$ cat config.mk
export PLATFORM = sky130hd
export DESIGN_NAME = icache_plru
export DESIGN_NICKNAME = d
export VERILOG_FILES = /design/src/icache_plru.sv
export SDC_FILE = /design/constraint.sdc
export NUM_CORES = 1
export LEC_CHECK = 0
export ABC_CLOCK_PERIOD_IN_PS = 1600
export BUFFER_PORTS_ARGS = -buffer_cell sky130_fd_sc_hd__buf_4
export CAP_MARGIN = 20
export CORE_MARGIN = 2
export CORE_UTILIZATION = 55
export DETAILED_ROUTE_END_ITERATION = 6
export PLACE_DENSITY = 0.72
export SYNTH_ARGS = -nofsm -noshare
export SYNTH_HDL_FRONTEND = slang
export SYNTH_SLANG_ARGS = --single-unit
$ cat constraint.sdc
create_clock -name i_clk -period 1.6 [get_ports i_clk]
set_input_delay 0.08 -clock i_clk [delete_from_list [all_inputs] [get_ports i_clk]]
set_output_delay 0.08 -clock i_clk [all_outputs]
set_load 0.02 [all_outputs]
$ cat src/icache_plru.sv
`timescale 1ns/1ps

module icache_plru #(
	parameter int WAYS = 4,
	parameter int SETS = 16,
	localparam int WAY_W = $clog2(WAYS),
	localparam int IDX_W = $clog2(SETS)
) (
	input  logic             i_clk,
	input  logic             i_rst,
	input  logic             i_use,
	input  logic [IDX_W-1:0] i_use_index,
	input  logic [WAY_W-1:0] i_use_way,
	input  logic [IDX_W-1:0] i_victim_index,
	output logic [WAY_W-1:0] o_victim_way
);

	// heap order with children 2n+1 (low half) and 2n+2 (high half) under node n
	logic [WAYS-2:0] r_tree [SETS];
	logic [WAYS-2:0] w_tree_next;

	// follow the bits down to the colder leaf
	always_comb begin
		int node;
		node = 0;
		o_victim_way = '0;
		for (int l = 0; l < WAY_W; l++) begin
			o_victim_way[WAY_W-1-l] = r_tree[i_victim_index][node];
			node = 2*node + 1 + int'(r_tree[i_victim_index][node]);
		end
	end

	always_comb begin
		int node;
		node = 0;
		w_tree_next = r_tree[i_use_index];
		for (int l = 0; l < WAY_W; l++) begin
			w_tree_next[node] = ~i_use_way[WAY_W-1-l]; // point away from used half
			node = 2*node + 1 + int'(i_use_way[WAY_W-1-l]);
		end
	end

	always_ff @(posedge i_clk) begin
		if (i_rst) begin
			for (int s = 0; s < SETS; s++) begin
				r_tree[s] <= '0;
			end
		end else if (i_use) begin
			r_tree[i_use_index] <= w_tree_next;
		end
	end

endmodule

==> results.cfg <==
[placed_design]
hpwl_mm = 4.65
place_congestion = 0.900
placed_cell_area_um2 = 2990
io_buffers = 14
dp.cells = 297
pre_cts_ws_ps = -300

[clock_tree]
cts_tree = yes
cts_buffers = 5
htree_levels = 2
root_buffer = clkbuf_8
clk_pin_slew_ps = 90
clock-sinks = 48
clk_path_buf_depth = 2
clock_latency_ps = 300

[sta]
tns_ps = -4930
rsz0062_at_grt = yes
max_freq_ghz = 0.492
finalCritPeriodShare_pct = 127
tightest_slew_ps = 1190
hold_viol_final = 0
fin_worst_skew_ps = 7.03
final-setup-viol-count = 22
worst_slack_ps = -432
hold_slack_ps = 201
min_period_ps = 2030
slew_headroom_pct = 20.8
maxSlewViolCount = 0

[floorplan]
ios = 15
num_rows = 25
fp.dieH_um = 74.4
die_x_um = 74.4
design.die.area_um2 = 5530
fp.coreArea_um2 = 4750
initial_core_util_pct = 57.3

[critical_path]
critPathCaptureType = primary output
worstPathRequired_ps = 1520
cp-start-kind = flip-flop
cp_max_fo = 2
crit_type = flip-flop to primary output
arrival_ps = 1950

[flow_run]
cap_violations = 0

[final_layout]
fin_cells = 306
areaGrowthSynthToFinish_pct = 17.9
antenna_cells = 0
reg_top3 = r_tree (48)
nFillCells = 344
largest_register = r_tree
drive_above_1_share_pct = 38.5
nets = 251
largest_register_ffs = 48
final_area_um2 = 3210

[logic_synthesis]
yosysTopAreaCell = edfxtp_1
synth.avg_cell_area_um2 = 13.1
ys_types = 31
syn_area_um2 = 2720
ys_seq_area_share_pct = 52.9
synth_top_area_share_pct = 52.9
yosys-top-cells-area = edfxtp_1 (53%), mux4_2 (9.9%), mux4_1 (7.7%)
synth_edf_count = 48
async_flop_share_pct = 0
synth_cells = 208
yosys_register_bits = 48
synth_nets = 221
synthFlopType = edfxtp_1
yosysWarnings = 0

[drt]
initialDrtViolationCount = 169
ant_nets = 0
wl_per_cell_um = 20.6
vias = 1910
dr.pass1.iters = 4
vias_per_cell = 6.24
wirelength_mm = 6.30
drcViolationCount = 0

[global_route]
grt_usage_pct = 24.8
grt_pass1_wl_mm = 9.87
grt_overflow = 0
grt_max_degree = 22
grt_pass1_vias = 1910
antenna_found_initial = 0

[outcome]
violations = negative setup slack
status = finished, violations left

[power]
peakVddDrop_mv = 0.415
p_leak_nw = 1.15
p_per_area_nw_per_um2 = 817

[worst_hold_path]
hp-class = input pin to flip-flop
[worst max-delay path, cell delays in order (launching register included)]
cell and delay, ps:
edfxtp_1 370, mux4_2 510, mux2i_2 190, mux2i_1 130
mux2_4 320, buf_6 130
[path summary, 6_finish.rpt]
check	startpoint	end	slack, ps	depth (start not counted)
worst max-delay path	r_tree[3][0]	o_victim_way[0]	-430	5
worst min-delay path	i_use_way[1]	r_tree[10][0]	200	2
worst max register to register	r_tree[8][1]	r_tree[3][1]	-280	5
worst min register to register	r_tree[4][1]	r_tree[6][1]	1050	4
[Yosys cell counts (all sizes together), types with 2 or more instances]
cell type / count
o21bai: 5
edfxtp: 48
nand3: 4
nand3b: 2
a22oi: 2
clkbuf: 9
nor2b: 8
nor2: 45
nor3: 9
nand2: 13
mux2: 5
nand2b: 12
mux2i: 3
mux4: 20
a21o: 4
or2: 4
buf: 6
[cell type report]
type,instances,area [µm²],share of cell area [%]
Clock inverter,1,3.75,0.117
Clock buffer,7,76.3,2.38
Timing Repair Buffer,38,309,9.63
Tap cell,67,83.8,2.61
Sequential cell,48,1440,44.9
Multi-Input combinational cell,145,1300,40.4
[metrics by stage]
stage / total power [mW] / util, %
2_1_floorplan: 1.76 / -
3_3_place_gp: 1.89 / 62.9
3_5_place_dp: 1.91 / 62.9
4_1_cts: 2.61 / 66.4
5_1_grt: 2.70 / 67.5
6_report: 2.62 / 67.5
[repair_timing]
item / 4_1_cts / 5_1_grt
setup buffers: 1 / 0
pin swaps: 6 / 11
gates cloned: 0 / 0
resized for setup: 20 / 12
hold buffers: 0 / 0
endpoints found under the setup margin: 26 / 30
[where the power goes]
group          leakage [nW]  internal [mW]  switching [mW]
clock network        0.0399          0.305           0.381
logic                 0.624          0.233           0.240
registers             0.484           1.44          0.0266
total                  1.15           1.98           0.648
[per-layer routing]
| layer | GRT usage (%) | part of all wire, % | vias to the layer above |
|---|---|---|---|
| met5 | 0 | 0 | - |
| met4 | 12.1 | 2.7 | 0 |
| met3 | 4.47 | 6.8 | 15 |
| met2 | 41.3 | 50 | 96 |
| met1 | 31.5 | 40 | 960 |
| li1 | - | - | 839 |
[cell usage in the layout, fill, tap and decap left out]
cell type | synthesis | final
nor2_1 | 45 | 43
a21oi_1 | 1 | 1
mux4_2 | 12 | 20
nor3b_1 | 1 | 1
a22oi_1 | 2 | 1
o21ai_2 | 0 | 1
o21bai_1 | 5 | 4
nor3_2 | 0 | 3
clkbuf_8 | 0 | 5
nand2b_1 | 12 | 12
clkinv_1 | 0 | 1
nor3_1 | 9 | 2
or2_2 | 4 | 4
mux2i_2 | 0 | 1
nor3_4 | 0 | 4
o22ai_4 | 1 | 1
o21bai_4 | 0 | 1
nor2_2 | 0 | 2
nand3_1 | 4 | 4
mux2i_1 | 3 | 2
buf_4 | 1 | 34
edfxtp_1 | 48 | 48
nor2b_1 | 8 | 6
nand2_2 | 0 | 1
buf_6 | 1 | 3
buf_12 | 0 | 1
nand2_1 | 13 | 12
nor2b_4 | 0 | 2
clkbuf_1 | 9 | 2
a41o_1 | 1 | 1
nand3b_1 | 2 | 2
mux2_4 | 0 | 5
or3b_2 | 1 | 1
o221ai_4 | 1 | 1
a22oi_2 | 0 | 1
nand4b_2 | 1 | 1
a21o_1 | 4 | 4
or3_1 | 1 | 1
[cell families (layout without fill, tap and decap cells)]
kind of cell           Yosys count  after routing  share of synthesized area [%]
flip-flops                      48             48                           52.9
multiplexers                    28             28                           20.8
AND/OR/NAND/NOR                101            101                           17.8
AO/OA/AOI/OAI                   16             16                           5.47
buffers and inverters           15             46                           2.99
(Power assumes the default switching activity.)
