[src/icache_pkg.sv]
package icache_pkg;

	// instruction word or byte address
	typedef logic [31:0] word_t;

	// refill controller states
	typedef enum logic [2:0] {
		SWEEP,     // invalidate all tags after reset
		IDLE,
		REQUEST,   // waiting for grant
		RECEIVING, // burst beats arriving
		REFILL     // tag write
	} refill_state_t;

endpackage

[src/icache_refill.sv]
`timescale 1ns/1ps

module icache_refill #(
	parameter int SETS = 16,
	parameter int WORDS_PER_LINE = 8,
	parameter int WAYS = 4,
	localparam int WAY_W = $clog2(WAYS),
	localparam int IDX_W = $clog2(SETS),
	localparam int OFF_W = $clog2(WORDS_PER_LINE),
	localparam int TAG_W = 30 - OFF_W - IDX_W
) (
	input  logic                   i_clk,
	input  logic                   i_rst,
	input  logic                   i_miss,
	input  icache_pkg::word_t      i_pa,
	input  logic [IDX_W-1:0]       i_index,
	input  logic [WAY_W-1:0]       i_victim_way,
	output logic                   o_ready_state,
	output logic                   o_mem_req,
	output icache_pkg::word_t      o_mem_addr,
	input  logic                   i_mem_gnt,
	input  logic                   i_mem_valid,
	input  icache_pkg::word_t      i_mem_data,
	input  logic                   i_mem_last,
	output logic                   o_restart_valid,
	output icache_pkg::word_t      o_restart_data,
	output logic                   o_tag_wen,
	output logic [WAY_W-1:0]       o_tag_way,
	output logic [IDX_W-1:0]       o_tag_index,
	output logic                   o_tag_valid,
	output logic [TAG_W-1:0]       o_tag_value,
	output logic                   o_data_wen,
	output logic [WAY_W-1:0]       o_data_way,
	output logic [IDX_W+OFF_W-1:0] o_data_addr,
	output icache_pkg::word_t      o_data_word
);

	import icache_pkg::*;

	localparam int TAG_LO = 2 + OFF_W + IDX_W;

	refill_state_t    r_state;
	refill_state_t    w_state_next;
	logic [IDX_W-1:0] r_sweep_idx;
	word_t            r_addr; // word address of the missed word
	logic [IDX_W-1:0] r_index;
	logic [WAY_W-1:0] r_way;
	logic [OFF_W-1:0] r_beat_off;
	logic [OFF_W-1:0] w_miss_off;
	logic             w_beat;

	assign w_miss_off = r_addr[2+OFF_W-1:2];
	assign w_beat = (r_state == RECEIVING) && i_mem_valid;

	always_comb begin
		w_state_next = r_state;
		case (r_state)
			SWEEP: if (&r_sweep_idx) w_state_next = IDLE;
			IDLE: if (i_miss) w_state_next = REQUEST;
			REQUEST: if (i_mem_gnt) w_state_next = RECEIVING;
			RECEIVING: if (w_beat && i_mem_last) w_state_next = REFILL;
			REFILL: w_state_next = IDLE;
			default: w_state_next = SWEEP;
		endcase
	end

	always_ff @(posedge i_clk) begin
		if (i_rst) begin
			r_state <= SWEEP;
			r_sweep_idx <= '0;
		end else begin
			r_state <= w_state_next;
			if (r_state == SWEEP) begin
				r_sweep_idx <= r_sweep_idx + 1'b1;
			end
		end
	end

	// miss capture, then the wrapping beat offset
	always_ff @(posedge i_clk) begin
		if (r_state == IDLE && i_miss) begin
			r_addr <= {i_pa[31:2], 2'b00};
			r_index <= i_index;
			r_way <= i_victim_way;
			r_beat_off <= i_pa[2+OFF_W-1:2]; // burst starts at missed word
		end else if (w_beat) begin
			r_beat_off <= r_beat_off + 1'b1;
		end
	end

	assign o_ready_state = (r_state == IDLE);
	assign o_mem_req = (r_state == REQUEST);
	assign o_mem_addr = r_addr;

	// early restart
	assign o_restart_valid = w_beat && (r_beat_off == w_miss_off);
	assign o_restart_data = i_mem_data;

	assign o_tag_wen = (r_state == SWEEP) || (r_state == REFILL);
	assign o_tag_way = r_way;
	assign o_tag_index = (r_state == SWEEP) ? r_sweep_idx : r_index;
	assign o_tag_valid = (r_state == REFILL);
	assign o_tag_value = r_addr[31:TAG_LO];

	assign o_data_wen = w_beat;
	assign o_data_way = r_way;
	assign o_data_addr = {r_index, r_beat_off};
	assign o_data_word = i_mem_data;

endmodule

[config.mk]
export PLATFORM = sky130hd
export DESIGN_NAME = icache_refill
export DESIGN_NICKNAME = d
export VERILOG_FILES = /design/src/icache_pkg.sv /design/src/icache_refill.sv
export SDC_FILE = /design/constraint.sdc
export NUM_CORES = 1
export LEC_CHECK = 0
export BUFFER_PORTS_ARGS = -buffer_cell sky130_fd_sc_hd__clkbuf_2
export CAP_MARGIN = 10
export CORE_ASPECT_RATIO = 1.75
export CORE_MARGIN = 1.5
export CORE_UTILIZATION = 35
export CTS_BUF_LIST = sky130_fd_sc_hd__clkbuf_8
export DETAILED_ROUTE_END_ITERATION = 10
export PLACE_DENSITY_LB_ADDON = 0.05
export SLEW_MARGIN = 40
export SYNTH_ARGS = -nofsm -noshare
export SYNTH_HDL_FRONTEND = slang
export SYNTH_SLANG_ARGS = --single-unit
[constraint.sdc]
create_clock -name i_clk -period 1.8 [get_ports i_clk]
set_input_delay 0 -clock i_clk [delete_from_list [all_inputs] [get_ports i_clk]]
set_output_delay 0 -clock i_clk [all_outputs]
set_load 0.05 [all_outputs]
==> impl_metrics.ini <==
[run_status]
status = finished, final reports clean

[yosys]
synthesis.area_um2 = 2390
synth.distinct_cells = 33
synth_seq_area_share_pct = 54.8
synth_warnings = 0
ys_seq_elements = 46
synthCells = 189
avgSynthCellArea_um2 = 12.7

[global_route]
grt_max_degree = 14
track_usage_pct = 14.6
grt_overflow = 0
grt_pass1_wl_um = 7820
antenna_found_initial = 0
grt_pass1_vias = 1595

[layout]
regArea_um2 = 1310
fill_cells = 645
syn_to_final_growth_pct = 22.1
final_common_cell = clkbuf_2
mostFrequentLayoutCells = clkbuf_2 (114), dlygate4sd3_1 (39), edfxtp_1 (39)
finalNonFillerCells = 348
fin_nets = 343
antenna_cells = 0
drive_gt1_share_pct = 54.1
multi_input_area_um2 = 377
stdcell_area_um2 = 2920

[place]
post-place-cells = 297
hpwl_um = 4120
postPlaceCellArea_um2 = 2410
io_buffers = 115
gp_congestion = 0.751

[die]
start_util_pct = 36.4
dieArea_um2 = 7370
rows = 39
core-area_um2 = 6590
pin_count = 216
die_w_um = 65.5
die-height_um = 112

[worst_setup_path]
cp_cell_sequence = nand4b_1 > nor4_2 > buf_2
required_ns = 1.80
endpoint_kind = output port
worst-path-buf-inv = 1
crit_end = o_restart_valid
startpoint_type = flop
r2r_slack_ns = 0.19
worstRegToRegCells = 3
cp_top_family = simple AND/OR/NAND/NOR gates
cp.arrival_ns = 1.66
timing.rr.end = r_state[2]$_SDFFE_PP0P_
setup.worst_path.class = reg2out
worst-path-stages = 3
crit_slowest_cell = dfxtp_1
rr_startpoint = r_state[0]$_SDFFE_PP0P_
worstSetupStartpoint = r_state[0]$_SDFFE_PP0P_
critPathMaxFanout = 5
max_stage_delay_ns = 0.46

[sta]
period_share_pct = 92.4
rsz0062_at_grt = no
clock_skew_ns = 0.00521
setup-violations-final = 0
drv_slew = 0
hold_violations = 0
fin_crit_ns = 1.66
fmax_mhz = 601

[cts]
clkTransAtPathRegs_ns = 0.08
cts-buffers-inserted = 5
clk_latency_ns = 0.30
h-tree-depth = 2
cts_buffer_depth = 2
clock-sinks = 46
root_buffer = clkbuf_8
cts_tree = yes

[pwr]
ir_drop_v = 0.000355
p_clk_share_pct = 32.2
p_seq_share_pct = 58.8
p_leak_uw = 0.00132
combinationalPowerShare_pct = 9.0
switching_share_pct = 21.1
power.density_nw_per_um2 = 679
power.total_uw = 1990
p_sw_uw = 419
cellInternalPower_uw = 1570

[hold_path]
hold_path.class = in2out

[drt]
drt-total-wl_um = 5290
vias = 1517
route.detailed.drc = 0
drtAntennaViolNets = 0
vias_per_cell = 4.36
drtIter0Drc = 43
wl_per_cell_um = 15.2
drtPass1Iterations = 4

[flow_run]
cap_violations = 0
-- power by group through the flow --
stage | clock [uW] | sequential (uW) | combinational [uW]
after floorplan | 0 | 1190 | 444
after global placement | 0 | 1190 | 114
after detailed placement | 0 | 1190 | 116
after CTS | 677 | 1170 | 183
after global routing | 710 | 1170 | 194
final | 639 | 1170 | 180
-- cell type report --
cell class                 count  share of cell area, %
clock inverter                 2                  0.300
multi-input combinational     47                   12.9
timing repair buffer         163                   35.3
sequential                    46                   44.9
clock buffer                   6                   2.82
tap                           82                   3.51
inverter                       2                  0.257
-- layer usage --
| layer | global-route usage (%) | routed length, um | vias to the layer above |
|---|---|---|---|
| li1 | - | - | 700 |
| met2 | 24.8 | 2800 | 97 |
| met5 | 0 | 0 | - |
| met3 | 8.32 | 590 | 43 |
| met1 | 11.4 | 1530 | 677 |
| met4 | 11.9 | 370 | 0 |
-- synth_stat cells, drive strengths merged --
master | number | area share, %
a21oi | 1 | 0.21
a311oi | 1 | 0.37
a41o | 1 | 0.42
and2 | 1 | 0.31
and3 | 1 | 0.26
and4bb | 1 | 0.52
buf | 94 | 29
clkbuf | 1 | 0.21
conb | 1 | 0.16
dfxtp | 7 | 5.9
edfxtp | 39 | 49
ha | 2 | 1.0
inv | 2 | 0.31
mux2 | 6 | 3.0
mux2i | 1 | 0.42
nand2 | 3 | 0.47
nand2b | 1 | 0.26
nand3 | 1 | 0.21
nand4 | 1 | 0.52
nand4b | 1 | 0.37
nor2 | 5 | 0.78
nor2b | 1 | 0.26
nor3 | 3 | 1.1
nor3b | 3 | 0.94
nor4 | 1 | 0.26
nor4b | 1 | 0.63
o21ai | 3 | 0.63
xnor2 | 3 | 1.1
xor2 | 3 | 1.1
-- how the worst min path moves through the flow --
stage | from | to | cells after the start
5_1_grt | i_mem_data[30] | o_restart_data[30] | 0
3_5_place_dp | i_mem_data[29] | o_restart_data[29] | 0
4_1_cts | i_mem_data[29] | o_restart_data[29] | 0
2_1_floorplan | i_rst | r_sweep_idx[0]$_SDFFE_PP0P_ | 1
6_report | i_mem_data[30] | o_restart_data[30] | 0
3_3_place_gp | i_mem_data[29] | o_restart_data[29] | 0
-- sequential cells by signal, summed over array words and instances (netlist names) --
name,count
o_data_way,2
r_state,3
r_sweep_idx,4
r_index,4
o_mem_addr,30
r_beat_off,3
-- timing repair --
| action | in CTS | in global routing |
|---|---|---|
| resized for setup | 1 | 1 |
| cloned | 0 | 0 |
| setup buffers | 0 | 4 |
| endpoints found under the setup margin | 1 | 5 |
| endpoints found under the hold margin | 41 | 0 |
| pin swaps | 0 | 1 |
| hold buffers | 39 | 0 |
-- kinds of logic (layout without fill, tap and decap cells) --
kind of cell	after synthesis	count (layout)	share of synthesized area [%]
other	1	2	0.157
buffers and inverters	97	173	29.9
XOR/XNOR	6	6	2.19
AND/OR/NAND/NOR	24	24	6.90
multiplexers	7	7	3.40
flip-flops	46	46	54.8
AO/OA/AOI/OAI	6	6	1.62
adder cells (fa/ha/maj)	2	2	1.04
-- stage by stage --
step | setup TNS (ns) | setup WS (ns) | hold WS (ns) | utilization, %
5_1_grt | 0 | 0.00856 | 0.000156 | 44.4
4_1_cts | 0 | 0.0204 | 0.000526 | 43.9
2_1_floorplan | -0.0337 | -0.0337 | 0.0724 | -
3_5_place_dp | 0 | 0.261 | 0.000526 | 36.6
6_report | 0 | 0.137 | 0.0000118 | 44.4
3_3_place_gp | 0 | 0.286 | 0.000526 | 36.6
(Power assumes the default switching activity.)
